`src/hw/game_defines.svh`:
```
// tiny geometry for short runs; H_ACTIVE must be a power of two and eight times LINE_WORDS
`ifndef GAME_DEFINES_SVH
`define GAME_DEFINES_SVH

// horizontal geometry, counted in pixel enables
`define H_TOTAL    48
`define H_ACTIVE   32
`define H_W        6

// vertical geometry, counted in lines
`define V_TOTAL    20
`define V_ACTIVE   16
`define V_W        5

// main clocks per pixel enable
`define PXL_DIV    4

// text tiles start at this 32-bit ROM word
`define TEXT_BASE  21'h001000

// eight 4-bit pixels per ROM word
`define LINE_WORDS (`H_ACTIVE / 8)

`endif
```
`src/hw/game_pkg.sv`:
```
// shared ROM types; a rom word is two SDRAM beats with the first beat in the low half
package game_pkg;

    // 32-bit ROM word address
    typedef logic [20:0] rom_addr_t;

    // 16-bit SDRAM word address, twice the ROM address
    typedef logic [21:0] sdram_addr_t;

    typedef struct packed {
        logic [15:0] hi;
        logic [15:0] lo;
    } rom_half_t;

    // same word seen as SDRAM beats or as tile pixels
    // pixel 0 sits in the low nibble
    typedef union packed {
        rom_half_t       half;
        logic [7:0][3:0] pix;
    } rom_word_t;

endpackage

```
`src/hw/rom_req_if.sv`:
```
// one ROM client; addr must hold while cs waits, ok is a single-cycle strobe with dout valid
`timescale 1ns/1ps

interface rom_req_if;
    import game_pkg::*;

    logic      cs;
    rom_addr_t addr;
    logic      ok;
    rom_word_t dout;

    // requesting side
    modport client (
        output cs,
        output addr,
        input  ok,
        input  dout
    );

    // serving side
    modport arbiter (
        input  cs,
        input  addr,
        output ok,
        output dout
    );

endinterface

```
`src/hw/game_core.sv`:
```
// text-only core, 4-bit pixel index out, one SDRAM bank shared by text and program reads
`timescale 1ns/1ps
`include "game_defines.svh"

module game_core (
    input  logic                  clk,
    input  logic                  rst_n,
    input  logic                  flip,
    output logic                  pxl_cen,
    output logic                  LHBL,
    output logic                  LVBL,
    output logic                  HS,
    output logic                  VS,
    output logic [3:0]            pixel,
    // program read port
    input  logic                  prog_cs,
    input  game_pkg::rom_addr_t   prog_addr,
    output logic                  prog_ok,
    output game_pkg::rom_word_t   prog_dout,
    // SDRAM bank
    output game_pkg::sdram_addr_t ba_addr,
    output logic                  ba_rd,
    input  logic                  ba_ack,
    input  logic                  ba_dok,
    input  logic                  ba_rdy,
    input  logic [15:0]           data_read
);

    logic [`V_W-1:0] v;

    rom_req_if video_if ();
    rom_req_if prog_if ();

    assign prog_if.cs   = prog_cs;
    assign prog_if.addr = prog_addr;
    assign prog_ok      = prog_if.ok;
    assign prog_dout    = prog_if.dout;

    cen_gen u_cen (
        .clk     (clk),
        .rst_n   (rst_n),
        .pxl_cen (pxl_cen)
    );

    video_timing u_timing (
        .clk     (clk),
        .rst_n   (rst_n),
        .pxl_cen (pxl_cen),
        .LHBL    (LHBL),
        .LVBL    (LVBL),
        .HS      (HS),
        .VS      (VS),
        .v       (v)
    );

    text_layer u_text (
        .clk     (clk),
        .rst_n   (rst_n),
        .pxl_cen (pxl_cen),
        .LHBL    (LHBL),
        .LVBL    (LVBL),
        .flip    (flip),
        .v       (v),
        .rom     (video_if.client),
        .pixel   (pixel)
    );

    rom_arbiter u_arb (
        .clk       (clk),
        .rst_n     (rst_n),
        .video     (video_if.arbiter),
        .prog      (prog_if.arbiter),
        .ba_addr   (ba_addr),
        .ba_rd     (ba_rd),
        .ba_ack    (ba_ack),
        .ba_dok    (ba_dok),
        .ba_rdy    (ba_rdy),
        .data_read (data_read)
    );

endmodule

```
`src/hw/text_layer.sv`:
```
// pixel for column x is registered on enable x and shows one enable later; single line buffer
`timescale 1ns/1ps
`include "game_defines.svh"

module text_layer (
    input  logic            clk,
    input  logic            rst_n,
    input  logic            pxl_cen,
    input  logic            LHBL,
    input  logic            LVBL,
    input  logic            flip,
    input  logic [`V_W-1:0] v,
    rom_req_if.client       rom,
    output logic [3:0]      pixel
);
    import game_pkg::*;

    localparam int V_W = `V_W;
    localparam int NW  = `LINE_WORDS;
    localparam int IW  = $clog2(`LINE_WORDS);
    localparam int CW  = $clog2(`H_ACTIVE);

    localparam logic [V_W-1:0] V_LAST   = V_W'(`V_TOTAL - 1);
    localparam logic [IW-1:0]  IDX_LAST = IW'(`LINE_WORDS - 1);
    localparam logic [CW-1:0]  COL_LAST = CW'(`H_ACTIVE - 1);

    rom_word_t      line_buf [NW];
    rom_word_t      cur_word;
    logic           lhbl_l;
    logic           hb_fall;
    logic [IW-1:0]  idx;
    logic [V_W-1:0] nxt_line;
    rom_addr_t      line_base;
    logic [CW-1:0]  col;
    logic [CW-1:0]  src;

    assign hb_fall   = lhbl_l & ~LHBL;
    assign nxt_line  = (v == V_LAST) ? '0 : v + 1'b1;
    assign line_base = rom_addr_t'(`TEXT_BASE)
                     + rom_addr_t'(nxt_line) * rom_addr_t'(`LINE_WORDS);

    // fetch control
    always_ff @(posedge clk or negedge rst_n) begin
        if (!rst_n) begin
            lhbl_l <= 1'b0;
            rom.cs <= 1'b0;
            idx    <= '0;
        end else begin
            lhbl_l <= LHBL;
            if (!rom.cs) begin
                if (hb_fall) begin
                    rom.cs <= 1'b1;
                    idx    <= '0;
                end
            end else if (rom.ok) begin
                if (idx == IDX_LAST) begin
                    rom.cs <= 1'b0;
                end
                idx <= idx + 1'b1;
            end
        end
    end

    // next address goes out on the cycle after ok
    always_ff @(posedge clk) begin
        if (!rom.cs && hb_fall) begin
            rom.addr <= line_base;
        end else if (rom.cs && rom.ok) begin
            rom.addr           <= rom.addr + 1'b1;
            line_buf[idx]      <= rom.dout;
        end
    end

    // mirrored column when flipped
    assign src      = flip ? (COL_LAST - col) : col;
    assign cur_word = line_buf[src[CW-1:3]];

    always_ff @(posedge clk or negedge rst_n) begin
        if (!rst_n) begin
            col   <= '0;
            pixel <= 4'd0;
        end else if (pxl_cen) begin
            if (LHBL && LVBL) begin
                pixel <= cur_word.pix[src[2:0]];
                col   <= col + 1'b1;
            end else begin
                pixel <= 4'd0;
                col   <= '0;
            end
        end
    end

    // line buffer is single, so the fetch may not overlap display
    a_fetch_in_blank: assert property (
        @(posedge clk) disable iff (!rst_n)
        rom.cs |-> !LHBL
    ) else $error("text fetch still running when line starts");

endmodule

```
`src/hw/rom_arbiter.sv`:
```
// one burst at a time, video first; first ba_dok must come after ba_ack, ba_rdy with the second
`timescale 1ns/1ps

module rom_arbiter (
    input  logic                  clk,
    input  logic                  rst_n,
    rom_req_if.arbiter            video,
    rom_req_if.arbiter            prog,
    output game_pkg::sdram_addr_t ba_addr,
    output logic                  ba_rd,
    input  logic                  ba_ack,
    input  logic                  ba_dok,
    input  logic                  ba_rdy,
    input  logic [15:0]           data_read
);
    import game_pkg::*;

    typedef enum logic [1:0] {
        IDLE,
        REQ,
        BEAT_LO,
        BEAT_HI
    } state_t;

    state_t    state;
    logic      gnt_video;
    logic      ok_busy;
    logic      video_req;
    logic      prog_req;
    logic      grant;
    rom_addr_t sel_addr;
    rom_word_t word_q;

    // a client still sees its old addr during its ok cycle
    assign ok_busy   = video.ok | prog.ok;
    assign video_req = video.cs & ~video.ok;
    assign prog_req  = prog.cs & ~prog.ok;
    assign grant     = (state == IDLE) && !ok_busy && (video_req || prog_req);
    assign sel_addr  = video_req ? video.addr : prog.addr;

    always_ff @(posedge clk or negedge rst_n) begin
        if (!rst_n) begin
            state     <= IDLE;
            ba_rd     <= 1'b0;
            gnt_video <= 1'b0;
            video.ok  <= 1'b0;
            prog.ok   <= 1'b0;
        end else begin
            video.ok <= 1'b0;
            prog.ok  <= 1'b0;
            case (state)
                IDLE: begin
                    if (grant) begin
                        gnt_video <= video_req;
                        ba_rd     <= 1'b1;
                        state     <= REQ;
                    end
                end
                REQ: begin
                    // hold the read until the bank takes it
                    if (ba_ack) begin
                        ba_rd <= 1'b0;
                        state <= BEAT_LO;
                    end
                end
                BEAT_LO: begin
                    if (ba_dok) begin
                        state <= BEAT_HI;
                    end
                end
                BEAT_HI: begin
                    if (ba_rdy) begin
                        video.ok <= gnt_video;
                        prog.ok  <= ~gnt_video;
                        state    <= IDLE;
                    end
                end
                default: state <= IDLE;
            endcase
        end
    end

    // address and data path
    always_ff @(posedge clk) begin
        if (grant) begin
            ba_addr <= {sel_addr, 1'b0};
        end
        if (ba_dok && state == BEAT_LO) begin
            word_q.half.lo <= data_read;
        end
        if (ba_dok && state == BEAT_HI) begin
            word_q.half.hi <= data_read;
        end
    end

    assign video.dout = word_q;
    assign prog.dout  = word_q;

    a_rdy_in_burst: assert property (
        @(posedge clk) disable iff (!rst_n)
        ba_rdy |-> (state == BEAT_HI)
    ) else $error("ba_rdy without a burst in flight");

    a_video_addr_hold: assert property (
        @(posedge clk) disable iff (!rst_n)
        (video.cs && !video.ok) ##1 video.cs |-> $stable(video.addr)
    ) else $error("video addr changed while waiting");

    a_prog_addr_hold: assert property (
        @(posedge clk) disable iff (!rst_n)
        (prog.cs && !prog.ok) ##1 prog.cs |-> $stable(prog.addr)
    ) else $error("prog addr changed while waiting");

endmodule

```
`src/hw/video_timing.sv`:
```
// outputs are registered and move one clk after pxl_cen; the first line after reset is V_TOTAL-1
`timescale 1ns/1ps
`include "game_defines.svh"

module video_timing (
    input  logic             clk,
    input  logic             rst_n,
    input  logic             pxl_cen,
    output logic             LHBL,
    output logic             LVBL,
    output logic             HS,
    output logic             VS,
    output logic [`V_W-1:0]  v
);

    localparam int H_W = `H_W;
    localparam int V_W = `V_W;

    localparam logic [H_W-1:0] H_LAST   = H_W'(`H_TOTAL - 1);
    localparam logic [H_W-1:0] H_ACT    = H_W'(`H_ACTIVE);
    localparam logic [H_W-1:0] HS_START = H_W'(`H_ACTIVE + 4);
    localparam logic [H_W-1:0] HS_END   = H_W'(`H_ACTIVE + 7);
    localparam logic [V_W-1:0] V_LAST   = V_W'(`V_TOTAL - 1);
    localparam logic [V_W-1:0] V_ACT    = V_W'(`V_ACTIVE);
    localparam logic [V_W-1:0] VS_LINE  = V_W'(`V_ACTIVE + 2);

    logic [H_W-1:0] h;
    logic [H_W-1:0] h_nxt;
    logic [V_W-1:0] v_nxt;

    always_comb begin
        h_nxt = (h == H_LAST) ? '0 : h + 1'b1;
        v_nxt = v;
        if (h == H_LAST) begin
            v_nxt = (v == V_LAST) ? '0 : v + 1'b1;
        end
    end

    // reset parks on the last dot of line V_TOTAL-2
    // so the blank line before line 0 still triggers a text fetch
    always_ff @(posedge clk or negedge rst_n) begin
        if (!rst_n) begin
            h    <= H_LAST;
            v    <= V_W'(`V_TOTAL - 2);
            LHBL <= 1'b0;
            LVBL <= 1'b0;
            HS   <= 1'b0;
            VS   <= 1'b0;
        end else if (pxl_cen) begin
            h    <= h_nxt;
            v    <= v_nxt;
            // windows decoded from the next count, so they line up with h and v
            LHBL <= (h_nxt < H_ACT);
            LVBL <= (v_nxt < V_ACT);
            HS   <= (h_nxt >= HS_START) && (h_nxt <= HS_END);
            VS   <= (v_nxt == VS_LINE);
        end
    end

    a_hs_in_blank: assert property (
        @(posedge clk) disable iff (!rst_n)
        HS |-> !LHBL
    ) else $error("HS active during visible part of line");

    a_v_range: assert property (
        @(posedge clk) disable iff (!rst_n)
        v <= V_LAST
    ) else $error("line count reached V_TOTAL");

endmodule

```
`src/hw/cen_gen.sv`:
```
// pixel enable every PXL_DIV clocks, first one PXL_DIV clocks after reset release; PXL_DIV > 1
`timescale 1ns/1ps
`include "game_defines.svh"

module cen_gen (
    input  logic clk,
    input  logic rst_n,
    output logic pxl_cen
);

    localparam int CW = $clog2(`PXL_DIV);
    localparam logic [CW-1:0] CNT_LAST = CW'(`PXL_DIV - 1);

    logic [CW-1:0] cnt;

    // free running divider
    always_ff @(posedge clk or negedge rst_n) begin
        if (!rst_n) begin
            cnt     <= '0;
            pxl_cen <= 1'b0;
        end else begin
            if (cnt == CNT_LAST) begin
                cnt <= '0;
            end else begin
                cnt <= cnt + 1'b1;
            end
            // registered so the enable is glitch free
            pxl_cen <= (cnt == CNT_LAST);
        end
    end

    // video timing and text layer expect isolated single-cycle enables
    a_cen_isolated: assert property (
        @(posedge clk) disable iff (!rst_n)
        pxl_cen |=> !pxl_cen
    ) else $error("pxl_cen high on two adjacent cycles");

endmodule

```
`config.mk`:
```
export PLATFORM = sky130hd
export DESIGN_NAME = game_core
export DESIGN_NICKNAME = d
export VERILOG_FILES = /design/src/hw/game_pkg.sv /design/src/hw/rom_req_if.sv /design/src/hw/game_core.sv /design/src/hw/text_layer.sv /design/src/hw/rom_arbiter.sv /design/src/hw/video_timing.sv /design/src/hw/cen_gen.sv
export VERILOG_INCLUDE_DIRS = /design/src /design/src/hw
export SDC_FILE = /design/constraint.sdc
export NUM_CORES = 1
export LEC_CHECK = 0
export BUFFER_PORTS_ARGS = -buffer_cell sky130_fd_sc_hd__buf_2
export CAP_MARGIN = 10
export CORE_UTILIZATION = 41
export CTS_CLUSTER_SIZE = 12
export DETAILED_ROUTE_END_ITERATION = 8
export HOLD_SLACK_MARGIN = 0.05
export PLACE_DENSITY = 0.69
export RECOVER_POWER = 25
export SETUP_SLACK_MARGIN = 0.05
export SYNTH_ARGS = -nofsm -noshare
export SYNTH_HDL_FRONTEND = slang
export SYNTH_SLANG_ARGS = --single-unit
```
`constraint.sdc`:
```
create_clock -name clk -period 2.35 [get_ports clk]
set_input_delay 0.3525 -clock clk [delete_from_list [all_inputs] [get_ports clk]]
set_output_delay 0.3525 -clock clk [all_outputs]
set_load 0.02 [all_outputs]
```
==> metrics.cfg, run 1 <==
[run_status]
outcome=completed

[synthesis]
synth_edf_count=202
synthCells=725
ys_seq_elements=239
synth_ff_type=edfxtp_1
ys_seq_area_frac=0.663
synth.net_count=784
synthesis.area_sq_um=10600
ys_warn_count=0
syn_area_per_cell_sq_um=14.6
synthArstFlopShare=0.155
synth_cell_types=56

[setup_path]
crit_fanout=8
worstSetupPathType=register to register
critPathSlowestCell=mux4_1
critPathCaptureType=register
worst_ep_required_time_ns=2.74
crit_chain=xor2_4 -> buf_12 -> buf_4 -> mux4_1 -> a22oi_1 -> nand3_1 -> nand2_1 -> nand4_1
worstSetupStartpointType=register
worstPathArrival_ns=2.56
max_stage_delay_ns=0.60

[floorplanning]
die_h_microns=162
ios=109
die-width_microns=162
design.core.area_sq_um=25300
die_area_sq_um=26400
rows=58
start_util=0.418

[placement]
hpwlAfterDp_microns=14700
place_ws_ns=0.0386
gp_congestion=0.848
port_buffers=107
dp_cells=1163

[route]
vias=6741
firstDrtPassIters=5
drt-initial-drc-count=413
drcViolationCount=0
viasPerCell=5.49
wl_per_cell_microns=18.3
wl_microns=22400
ant_nets=0

[timing]
setup_ws_ns=0.178
slew_headroom=0.411
slew_viol_final=0
finClkSkew_ns=0.0171
layout_min_cycle_time_ns=2.17
worst_pin_slew_ns=0.883
setup_viol=0
fin_setup_tns_ns=0
rsz0062_at_grt=no
timing.final.crit_share=0.924
fmax_mhz=460
finalHoldViolCount=0

[layout]
final_cell_mix=edfxtp_1 (202), buf_2 (101), nand2_1 (56)
nFillCells=2157
fin_cells=1228
drive_above_1_share=0.261
layout_commonest_cell=edfxtp_1
fin_util=0.499
multiInputGateArea_sq_um=3300
register_area_sq_um=7000
fin_nets=942
diodes=0
area_delta_synth_final_pct=19.4

[global_routing]
track_usage=0.170
gr-total-overflow=0
grt_pass1_wl_microns=34900
grt_start_max_net_pins=38
grt_antenna_before_repair=0
grt_pass1_vias=6596

[flow_run]
max_cap_violations=0

[clocking]
cts_tree=yes
clock_path_buffers=3
clkLatencyLatePin_ns=0.54
clock_sinks=239
h-tree-depth=1
clk_pin_slew_worst_paths_ns=0.06
cts_root_buffer=clkbuf_16
cts_buffers=26

[hold_path]
hp-class=input pin to register

[pwr]
switching_share=0.236
leakage_uw=0.00454
p_switching_uw=2270
clockPowerShare=0.383
power_frac_seq=0.526
power_density_nw_per_um2=762
intPower_uw=7340
p_comb_frac=0.091
peakVddDrop_uv=709

-- timing repair --
item / CTS / global route
hold buffers: 18 / 0
setup endpoints to repair: 0 / 3
hold endpoints to repair: 63 / 0
gates resized for setup: 0 / 2
setup buffers: 0 / 3
-- state kept, by name, indices dropped and copies added (netlist names), 2 cells and up --
| register | count |
|---|---|
| u_arb.ba_addr | 21 |
| u_timing.h | 6 |
| u_text.line_buf | 128 |
| u_timing.v | 5 |
| u_text.col | 5 |
| u_text.idx | 2 |
| u_text.pixel | 4 |
| u_cen.cnt | 2 |
| u_arb.prog.dout | 32 |
| u_text.rom.addr | 21 |
| u_arb.state | 2 |
-- path summary, 6_finish.rpt --
kind	cells after the start	startpoint	slack, ns	end
setup / recovery	8	u_text.col[3]	0.18	u_text.pixel[1]
hold / removal	4	ba_ack	0.11	u_arb.ba_rd
max in group asynchronous	2	rst_n	1.23	u_text.col[3]
min in group asynchronous	2	rst_n	0.50	u_text.pixel[1]
hold reg to reg	1	u_cen.cnt[0]	0.43	u_cen.cnt[0]
setup reg to reg	8	u_text.col[3]	0.18	u_text.pixel[1]
-- layer usage --
layer	vias to the layer above	part of all wire	global-route usage
met2	255	0.48	0.283
met3	53	0.060	0.0318
met4	0	0.028	0.0579
li1	3127	-	-
met1	3306	0.43	0.223
met5	-	0	0
-- critical path, delay by kind of cell (launching register included) --
family | cells | cell delay, ns
AOI/OAI and AO/OA | 1 | 0.23
DFF | 1 | 0.48
buffers and inverters | 2 | 0.27
xor gates and xnor gates | 1 | 0.19
and+or+nand+nor | 3 | 0.27
muxes | 1 | 0.60
-- through the flow --
| step | total power (uW) | hold slack (ns) | cell area [sq um] |
|---|---|---|---|
| after global routing | 9940 | 0.120 | 12600 |
| after CTS | 9690 | 0.0996 | 12600 |
| after detailed placement | 6000 | 0.420 | 11600 |
| final | 9610 | 0.112 | 12600 |
| after global placement | 5970 | 0.415 | 11600 |
| after floorplan | 5610 | 0.0569 | 10600 |
-- power by group through the flow --
| stage | combinational [uW] | sequential (uW) | clock, uW |
|---|---|---|---|
| floorplan | 336 | 5280 | 0 |
| global placement | 841 | 5130 | 0 |
| detailed placement | 855 | 5140 | 0 |
| CTS | 881 | 5060 | 3750 |
| global route | 957 | 5080 | 3900 |
| finish | 874 | 5060 | 3680 |
-- cell families (layout without fill, tap and decap cells) --
family / Yosys count / in the layout / synth area share
adder cells (fa/ha/maj): 15 / 15 / 0.0178
flip-flops: 239 / 239 / 0.663
multiplexers: 63 / 63 / 0.0994
AO/OA/AOI/OAI: 125 / 125 / 0.0725
AND/OR/NAND/NOR: 200 / 200 / 0.0946
other: 1 / 1 / 0.000355
XOR/XNOR: 29 / 29 / 0.0276
buffers and inverters: 53 / 226 / 0.0248
-- cell type report --
class                   count  area share
flip-flops and latches    239       0.555
inverters                  19     0.00566
clock buffers              30      0.0528
well taps                 330      0.0327
multi-input cells         433       0.262
repair buffers            164      0.0841
clock inverters            13     0.00744
-- synthesized netlist by cell type, types with 4 or more instances --
cell      count  area, sq um
inv_1        18         67.6
buf_2        14         70.1
nor2_1       38          143
edfxtp_1    202         6070
clkbuf_1     11         41.3
nand2b_1      9         56.3
mux4_1        7          184
o21ai_1       6         30.0
mux2_2       24          270
mux2i_1      10          100
nand4_1      13         81.3
dfrtp_1      30          751
o21a_1        4         30.0
dfstp_2       7          184
buf_6         4         45.0
xnor2_1      17          149
o22ai_1      42          263
nand2_1      56          210
xor2_1       10         87.6
nor2b_1       7         43.8
ha_1         15          188
mux4_2       22          495
a211oi_1      4         30.0
o21ai_0      37          185
and4_1        4         35.0
nor3_1       19         95.1
a31oi_1       4         25.0
nand3_1      23          115
and3_1       16          100
a21oi_1      10         50.1
(Power assumes the default switching activity.)
==> run 2, diff against run 1 <==
==> constraint.sdc (replaced) <==
create_clock -name clk -period 2.35 [get_ports clk]
set_input_delay 0.5875 -clock clk [delete_from_list [all_inputs] [get_ports clk]]
set_output_delay 0.5875 -clock clk [all_outputs]
set_load 0.02 [all_outputs]
==> metrics.cfg, run 2 (same netlist as run 1, synthesis figures left out) <==
[run_status]
outcome=completed

[timing]
slew_headroom=0.656  ; +0.245
rsz0062_at_grt=no
timing.final.crit_share=0.914  ; -0.0105
setup_viol=0  ; unchanged
finClkSkew_ns=0.0253  ; +0.00820 ns
whs_ns=0.231  ; +0.119 ns
fmax_mhz=466  ; +1.2%
slew_viol_final=0  ; unchanged
fin_setup_tns_ns=0  ; unchanged
layout_min_cycle_time_ns=2.15  ; -0.0247 ns
setup_ws_ns=0.202  ; +0.0247 ns
finalHoldViolCount=0  ; unchanged
worst_pin_slew_ns=0.516  ; -0.367 ns

[pwr]
leakage_uw=0.00445  ; -1.9%
finalPower_uw=9510  ; -0.99%
peakVddDrop_uv=855  ; +21%
power_density_nw_per_um2=767  ; +0.64%

[setup_path]
worstSetupPathType=register to register
rr_startpoint=u_text.col[3]
crit_family=multiplexers
crit_cells=7  ; -1
critPathCaptureType=register
critPathSlowestCell=mux4_1
cp.buffers_inverters=1  ; -1
worstSetupStartpointType=register
worst_ep_required_time_ns=2.75  ; about the same
crit_chain=xor2_4 -> buf_12 -> mux4_1 -> a22oi_1 -> nand3_1 -> nand2_1 -> nand4_1
rr_endpoint=u_text.pixel[0]
crit_fanout=12  ; +4
r2r_slack_ns=0.20  ; +0.02 ns
worstPathArrival_ns=2.55  ; about the same
max_stage_delay_ns=0.59  ; about the same
reg2reg_depth=7  ; -1

[global_routing]
grt_start_max_net_pins=39  ; +2.6%
track_usage=0.168  ; -0.00183
grt_antenna_before_repair=0  ; unchanged
grt_pass1_wl_microns=34300  ; -1.7%
grt_pass1_vias=6362  ; -3.5%
gr-total-overflow=0  ; unchanged

[route]
viasPerCell=5.46  ; -0.49%
firstDrtPassIters=5  ; unchanged
drt-initial-drc-count=512  ; +24%
wl_microns=22000  ; -2.0%
vias=6604  ; -2.0%
drcViolationCount=0  ; unchanged
wl_per_cell_microns=18.2  ; -0.49%
ant_nets=0  ; unchanged

[layout]
diodes=0  ; unchanged
final_cell_mix=edfxtp_1 (202), buf_2 (102), nand2_1 (56)
nFillCells=2222  ; +3.0%
top_register=u_text.line_buf
largest_reg_flops=128  ; unchanged
layout_commonest_cell=edfxtp_1
area_delta_synth_final_pct=17.5
drive_above_1_share=0.267  ; +0.00677
fin_nets=922  ; -2.1%

[clocking]
clkLatencyLatePin_ns=0.54  ; about the same
clock_path_buffers=3  ; unchanged
cts_tree=yes
clock_sinks=239  ; unchanged
h-tree-depth=1  ; unchanged
cts_buffers=26  ; unchanged
cts_setup_buffers=0  ; unchanged
clk_pin_slew_worst_paths_ns=0.06  ; about the same
cts_root_buffer=clkbuf_16

[floorplanning]
die_area_sq_um=26400  ; unchanged
die_h_microns=162  ; unchanged
ios=109  ; unchanged
design.core.area_sq_um=25300  ; unchanged
rows=58  ; unchanged
die-width_microns=162  ; unchanged
start_util=0.418  ; unchanged

[placement]
place_ws_ns=-0.0569  ; -0.0955 ns
gp_congestion=0.854  ; +0.60%
port_buffers=107  ; unchanged
hpwlAfterDp_microns=15000  ; +2.1%

[hold_path]
min_path_cells=1  ; -3
hp-class=input pin to register
hold_end=u_arb.prog.dout[27]
hold_path_startpoint=data_read[11]

[flow_run]
max_cap_violations=0  ; unchanged

-- run 2: cell types whose count changed in the layout (fill, tap and decap cells not counted), moves of 2 or more --
| cell | delta |
|---|---|
| clkbuf_1 | +3 |
| clkinv_2 | +5 |
| dlygate4sd3_1 | -17 |
| buf_4 | -2 |
| clkinv_1 | -6 |
-- run 2: worst max-delay path by stage --
| stage | startpoint | end | slack (ns) |
|---|---|---|---|
| global placement | flip | u_text.pixel[0] | -0.04 |
| floorplan | u_arb.state[0] | u_arb.state[1] | 0.12 |
| CTS | u_text.col[3] | u_text.pixel[2] | 0.12 |
| finish | u_text.col[3] | u_text.pixel[0] | 0.20 |
| global route | u_text.col[3] | u_text.pixel[2] | 0.09 |
| detailed placement | flip | u_text.pixel[1] | -0.06 |
-- run 2: metrics by stage --
stage	instances	utilization	cell area (sq um)
2_1_floorplan	725	-	10600
3_3_place_gp	1164	0.461	11600
3_5_place_dp	1164	0.461	11600
4_1_cts	1209	0.491	12400
5_1_grt	1209	0.491	12400
6_report	1209	0.491	12400
-- run 2: area by class of cell --
class	instances	area [sq um]	area share
multi-input cells	433	3300	0.266
flip-flops and latches	239	7000	0.564
repair buffers	144	860	0.0693
clock buffers	33	677	0.0546
clock inverters	11	80.1	0.00645
inverters	19	71.3	0.00575
well taps	330	413	0.0333
-- run 2: per-layer routing --
metal  vias up  part of all wire  wire, microns  GRT usage
met5         -                 0              0          0
met4         0             0.023            516     0.0506
met3        36             0.064           1410     0.0328
met2       231              0.49          10700      0.279
met1      3247              0.43           9370      0.223
li1       3090                 -              -          -
-- run 2: power breakdown --
| part | switching, uW | internal (uW) |
|---|---|---|
| clock | 1570 | 2040 |
| sequential | 158 | 4900 |
| combinational | 542 | 308 |
-- run 2: repair_timing --
action	in CTS	in global routing
setup endpoints to repair	0	2
resized for setup	0	1
hold endpoints to repair	12	0
hold buffers	1	0
==> run 3, diff against run 2 <==
Settings changed: ABC_AREA set to 1, CORE_MARGIN set to 2, REMOVE_ABC_BUFFERS set to 1.
==> metrics.cfg, run 3 <==
[pwr]
leakage_uw=0.00490  ; +10%
power_density_nw_per_um2=813  ; +6.1%
peakVddDrop_uv=637  ; -25%

[timing]
timing.final.crit_share=0.870  ; -0.0443
setup_viol=0  ; unchanged
worst_pin_slew_ns=1.42  ; +0.901 ns
fin_setup_tns_ns=0  ; unchanged
layout_min_cycle_time_ns=2.04  ; -0.104 ns
finalHoldViolCount=0  ; unchanged
rsz0062_at_grt=no
fmax_mhz=489  ; +5.1%
slew_viol_final=0  ; unchanged
slew_headroom=0.0554  ; -0.601
finClkSkew_ns=0.0173  ; -0.00799 ns

[setup_path]
worstSetupPathType=register to register
cp.buffers_inverters=0  ; -1
crit_family=simple AND/OR/NAND/NOR gates
crit_chain=ha_1 -> nand2_1 -> nor2_4 -> nand3_2 -> nor2_2 -> nand2_2 -> nor3_2 -> nand2_1 -> nor2_1 -> nor3b_2
crit_top_cell=nand2_1
max_stage_delay_ns=0.45  ; -0.14 ns
worst_ep_required_time_ns=2.60  ; -0.15 ns
critPathCaptureType=register
worstSetupStartpointType=register
crit_fanout=5  ; -7
critPathSlowestCell=edfxtp_1
worstPathArrival_ns=2.30  ; -0.25 ns

[synthesis]
synthArstFlopShare=0.155  ; unchanged
ys_seq_area_frac=0.686  ; +0.0231
synth_top_area_share=0.594  ; +0.0200
synthTopCellsByCount=nand2_1 (226), edfxtp_1 (202), nand3_1 (160)
synth_edf_count=202  ; unchanged
ys_seq_elements=239  ; unchanged
yosysMostFrequentCell=nand2_1
ys_warn_count=0  ; unchanged
yosys.area.top_type=edfxtp_1
synthesis.area_sq_um=10200  ; -3.4%
synth_area_leaders=edfxtp_1 (59%), nand2_1 (8.3%), nand3_1 (7.8%), dfrtp_1 (7.4%), o21ai_0 (2.6%)
syn_area_per_cell_sq_um=11.3  ; -22%
synthCells=903  ; +25%
synth_cell_types=37  ; -34%
synth_ff_type=edfxtp_1

[clocking]
clk_pin_slew_worst_paths_ns=0.06  ; about the same
cts_root_buffer=clkbuf_16
clkLatencyLatePin_ns=0.53  ; about the same
cts_resized=0  ; unchanged
cts-hold-fix-buffers=0  ; -1
cts_tree=yes
clock_path_buffers=3  ; unchanged
clock_sinks=239  ; unchanged
h-tree-depth=1  ; unchanged
cts_buffers=26  ; unchanged
cts_setup_buffers=0  ; unchanged

[floorplanning]
die-width_microns=162  ; -0.45%
rows=57  ; -1.7%
start_util=0.418  ; about the same
die_area_sq_um=26200  ; -0.89%
ios=109  ; unchanged
die_h_microns=162  ; -0.45%
design.core.area_sq_um=24400  ; -3.4%

[route]
wl_per_cell_microns=16.2  ; -11%
viasPerCell=5.07  ; -7.1%
wl_microns=22200  ; +0.95%
ant_nets=0  ; unchanged
vias=6954  ; +5.3%
firstDrtPassIters=5  ; unchanged
drcViolationCount=0  ; unchanged
drt-initial-drc-count=518  ; +1.2%

[hold_path]
hp-class=input pin to register

[flow_run]
max_cap_violations=0  ; unchanged

[layout]
multiInputGateArea_sq_um=2760  ; -17%
drive_above_1_share=0.190  ; -0.0773
nFillCells=2153  ; -3.1%
fin_util=0.492  ; +0.00102
area_delta_synth_final_pct=17.7
final_cell_mix=nand2_1 (226), edfxtp_1 (202), nand3_1 (160)
final_area_sq_um=12000  ; -3.2%
fin_nets=1090  ; +18%
diodes=0  ; unchanged
top_register=u_text.line_buf
layout_commonest_cell=nand2_1
fin_cells=1371  ; +13%
register_area_sq_um=7000  ; about the same
largest_reg_flops=128  ; unchanged

[placement]
hpwlAfterDp_microns=14300  ; -4.8%
port_buffers=107  ; unchanged
place_area_sq_um=11200  ; -3.4%
dp_cells=1327  ; +14%
gp_congestion=0.837  ; -1.9%

[global_routing]
track_usage=0.170  ; +0.00206
grt_pass1_vias=6773  ; +6.5%
grt_antenna_before_repair=1  ; +1
grt_pass1_wl_microns=35500  ; +3.6%
gr-total-overflow=0  ; unchanged
grt_start_max_net_pins=59  ; +51%

[run_status]
outcome=completed

## run 3: changes by cell type in the layout (fill, tap and decap cells not counted), moves of 10 or more
cell,before,now
xnor2_1,17,2
nor2_1,38,21
and3_1,16,0
mux4_2,22,0
o21ai_0,37,52
mux2_2,24,2
buf_4,32,20
o22ai_1,42,1
nand2_1,56,226
mux2i_1,10,0
nand3_1,23,160
inv_1,18,65
## run 3: metrics by stage
step	worst slack [ns]	total power (uW)	hold slack, ns
floorplan	-0.0872	5690	0.292
global placement	0.294	6120	0.413
detailed placement	0.288	6140	0.420
CTS	0.317	9860	0.0793
global route	0.122	10100	0.226
finish	0.306	9770	0.241
## run 3: final cells by class
class / count / share of cell area
Tap cell: 324 / 0.0338
Multi-Input combinational cell: 558 / 0.229
Inverter: 71 / 0.0222
Timing Repair Buffer: 135 / 0.0674
Clock buffer: 37 / 0.0585
Sequential cell: 239 / 0.583
Clock inverter: 7 / 0.00573
## run 3: where the power goes
group          total (uW)  switching (uW)  internal [uW]
clock                3720            1550           2170
combinational         967             665            301
sequential           5080             163           4920
## run 3: logic make-up (layout without fill, tap and decap cells)
logic type	after synthesis	count (layout)	synth area share
fa+ha+maj	15	15	0.0184
other cells	1	1	0.000368
flops	239	239	0.686
mux	2	2	0.00221
buf+inv	106	250	0.0449
simple gates	455	455	0.199
xor+xnor	7	7	0.00859
compound gates	78	78	0.0402
## run 3: path summary, 6_finish.rpt
check	start	to	slack, ns	cells past startpoint
min in group asynchronous	rst_n	u_timing.h[4]	0.39	1
worst max-delay path	u_text.rom.addr[0]	u_text.rom.addr[18]	0.31	10
worst max register to register	u_text.rom.addr[0]	u_text.rom.addr[18]	0.31	10
worst min-delay path	data_read[5]	u_arb.prog.dout[21]	0.24	1
max in group asynchronous	rst_n	u_timing.h[0]	0.92	2
worst min register to register	u_cen.cnt[0]	u_cen.cnt[0]	0.43	1
## run 3: layer usage
layer	vias to the layer above	track usage	wire length, microns
li1	3392	-	-
met1	3333	0.243	10100
met2	196	0.274	10300
met3	31	0.0250	1290
met4	2	0.0467	394
met5	-	0	13
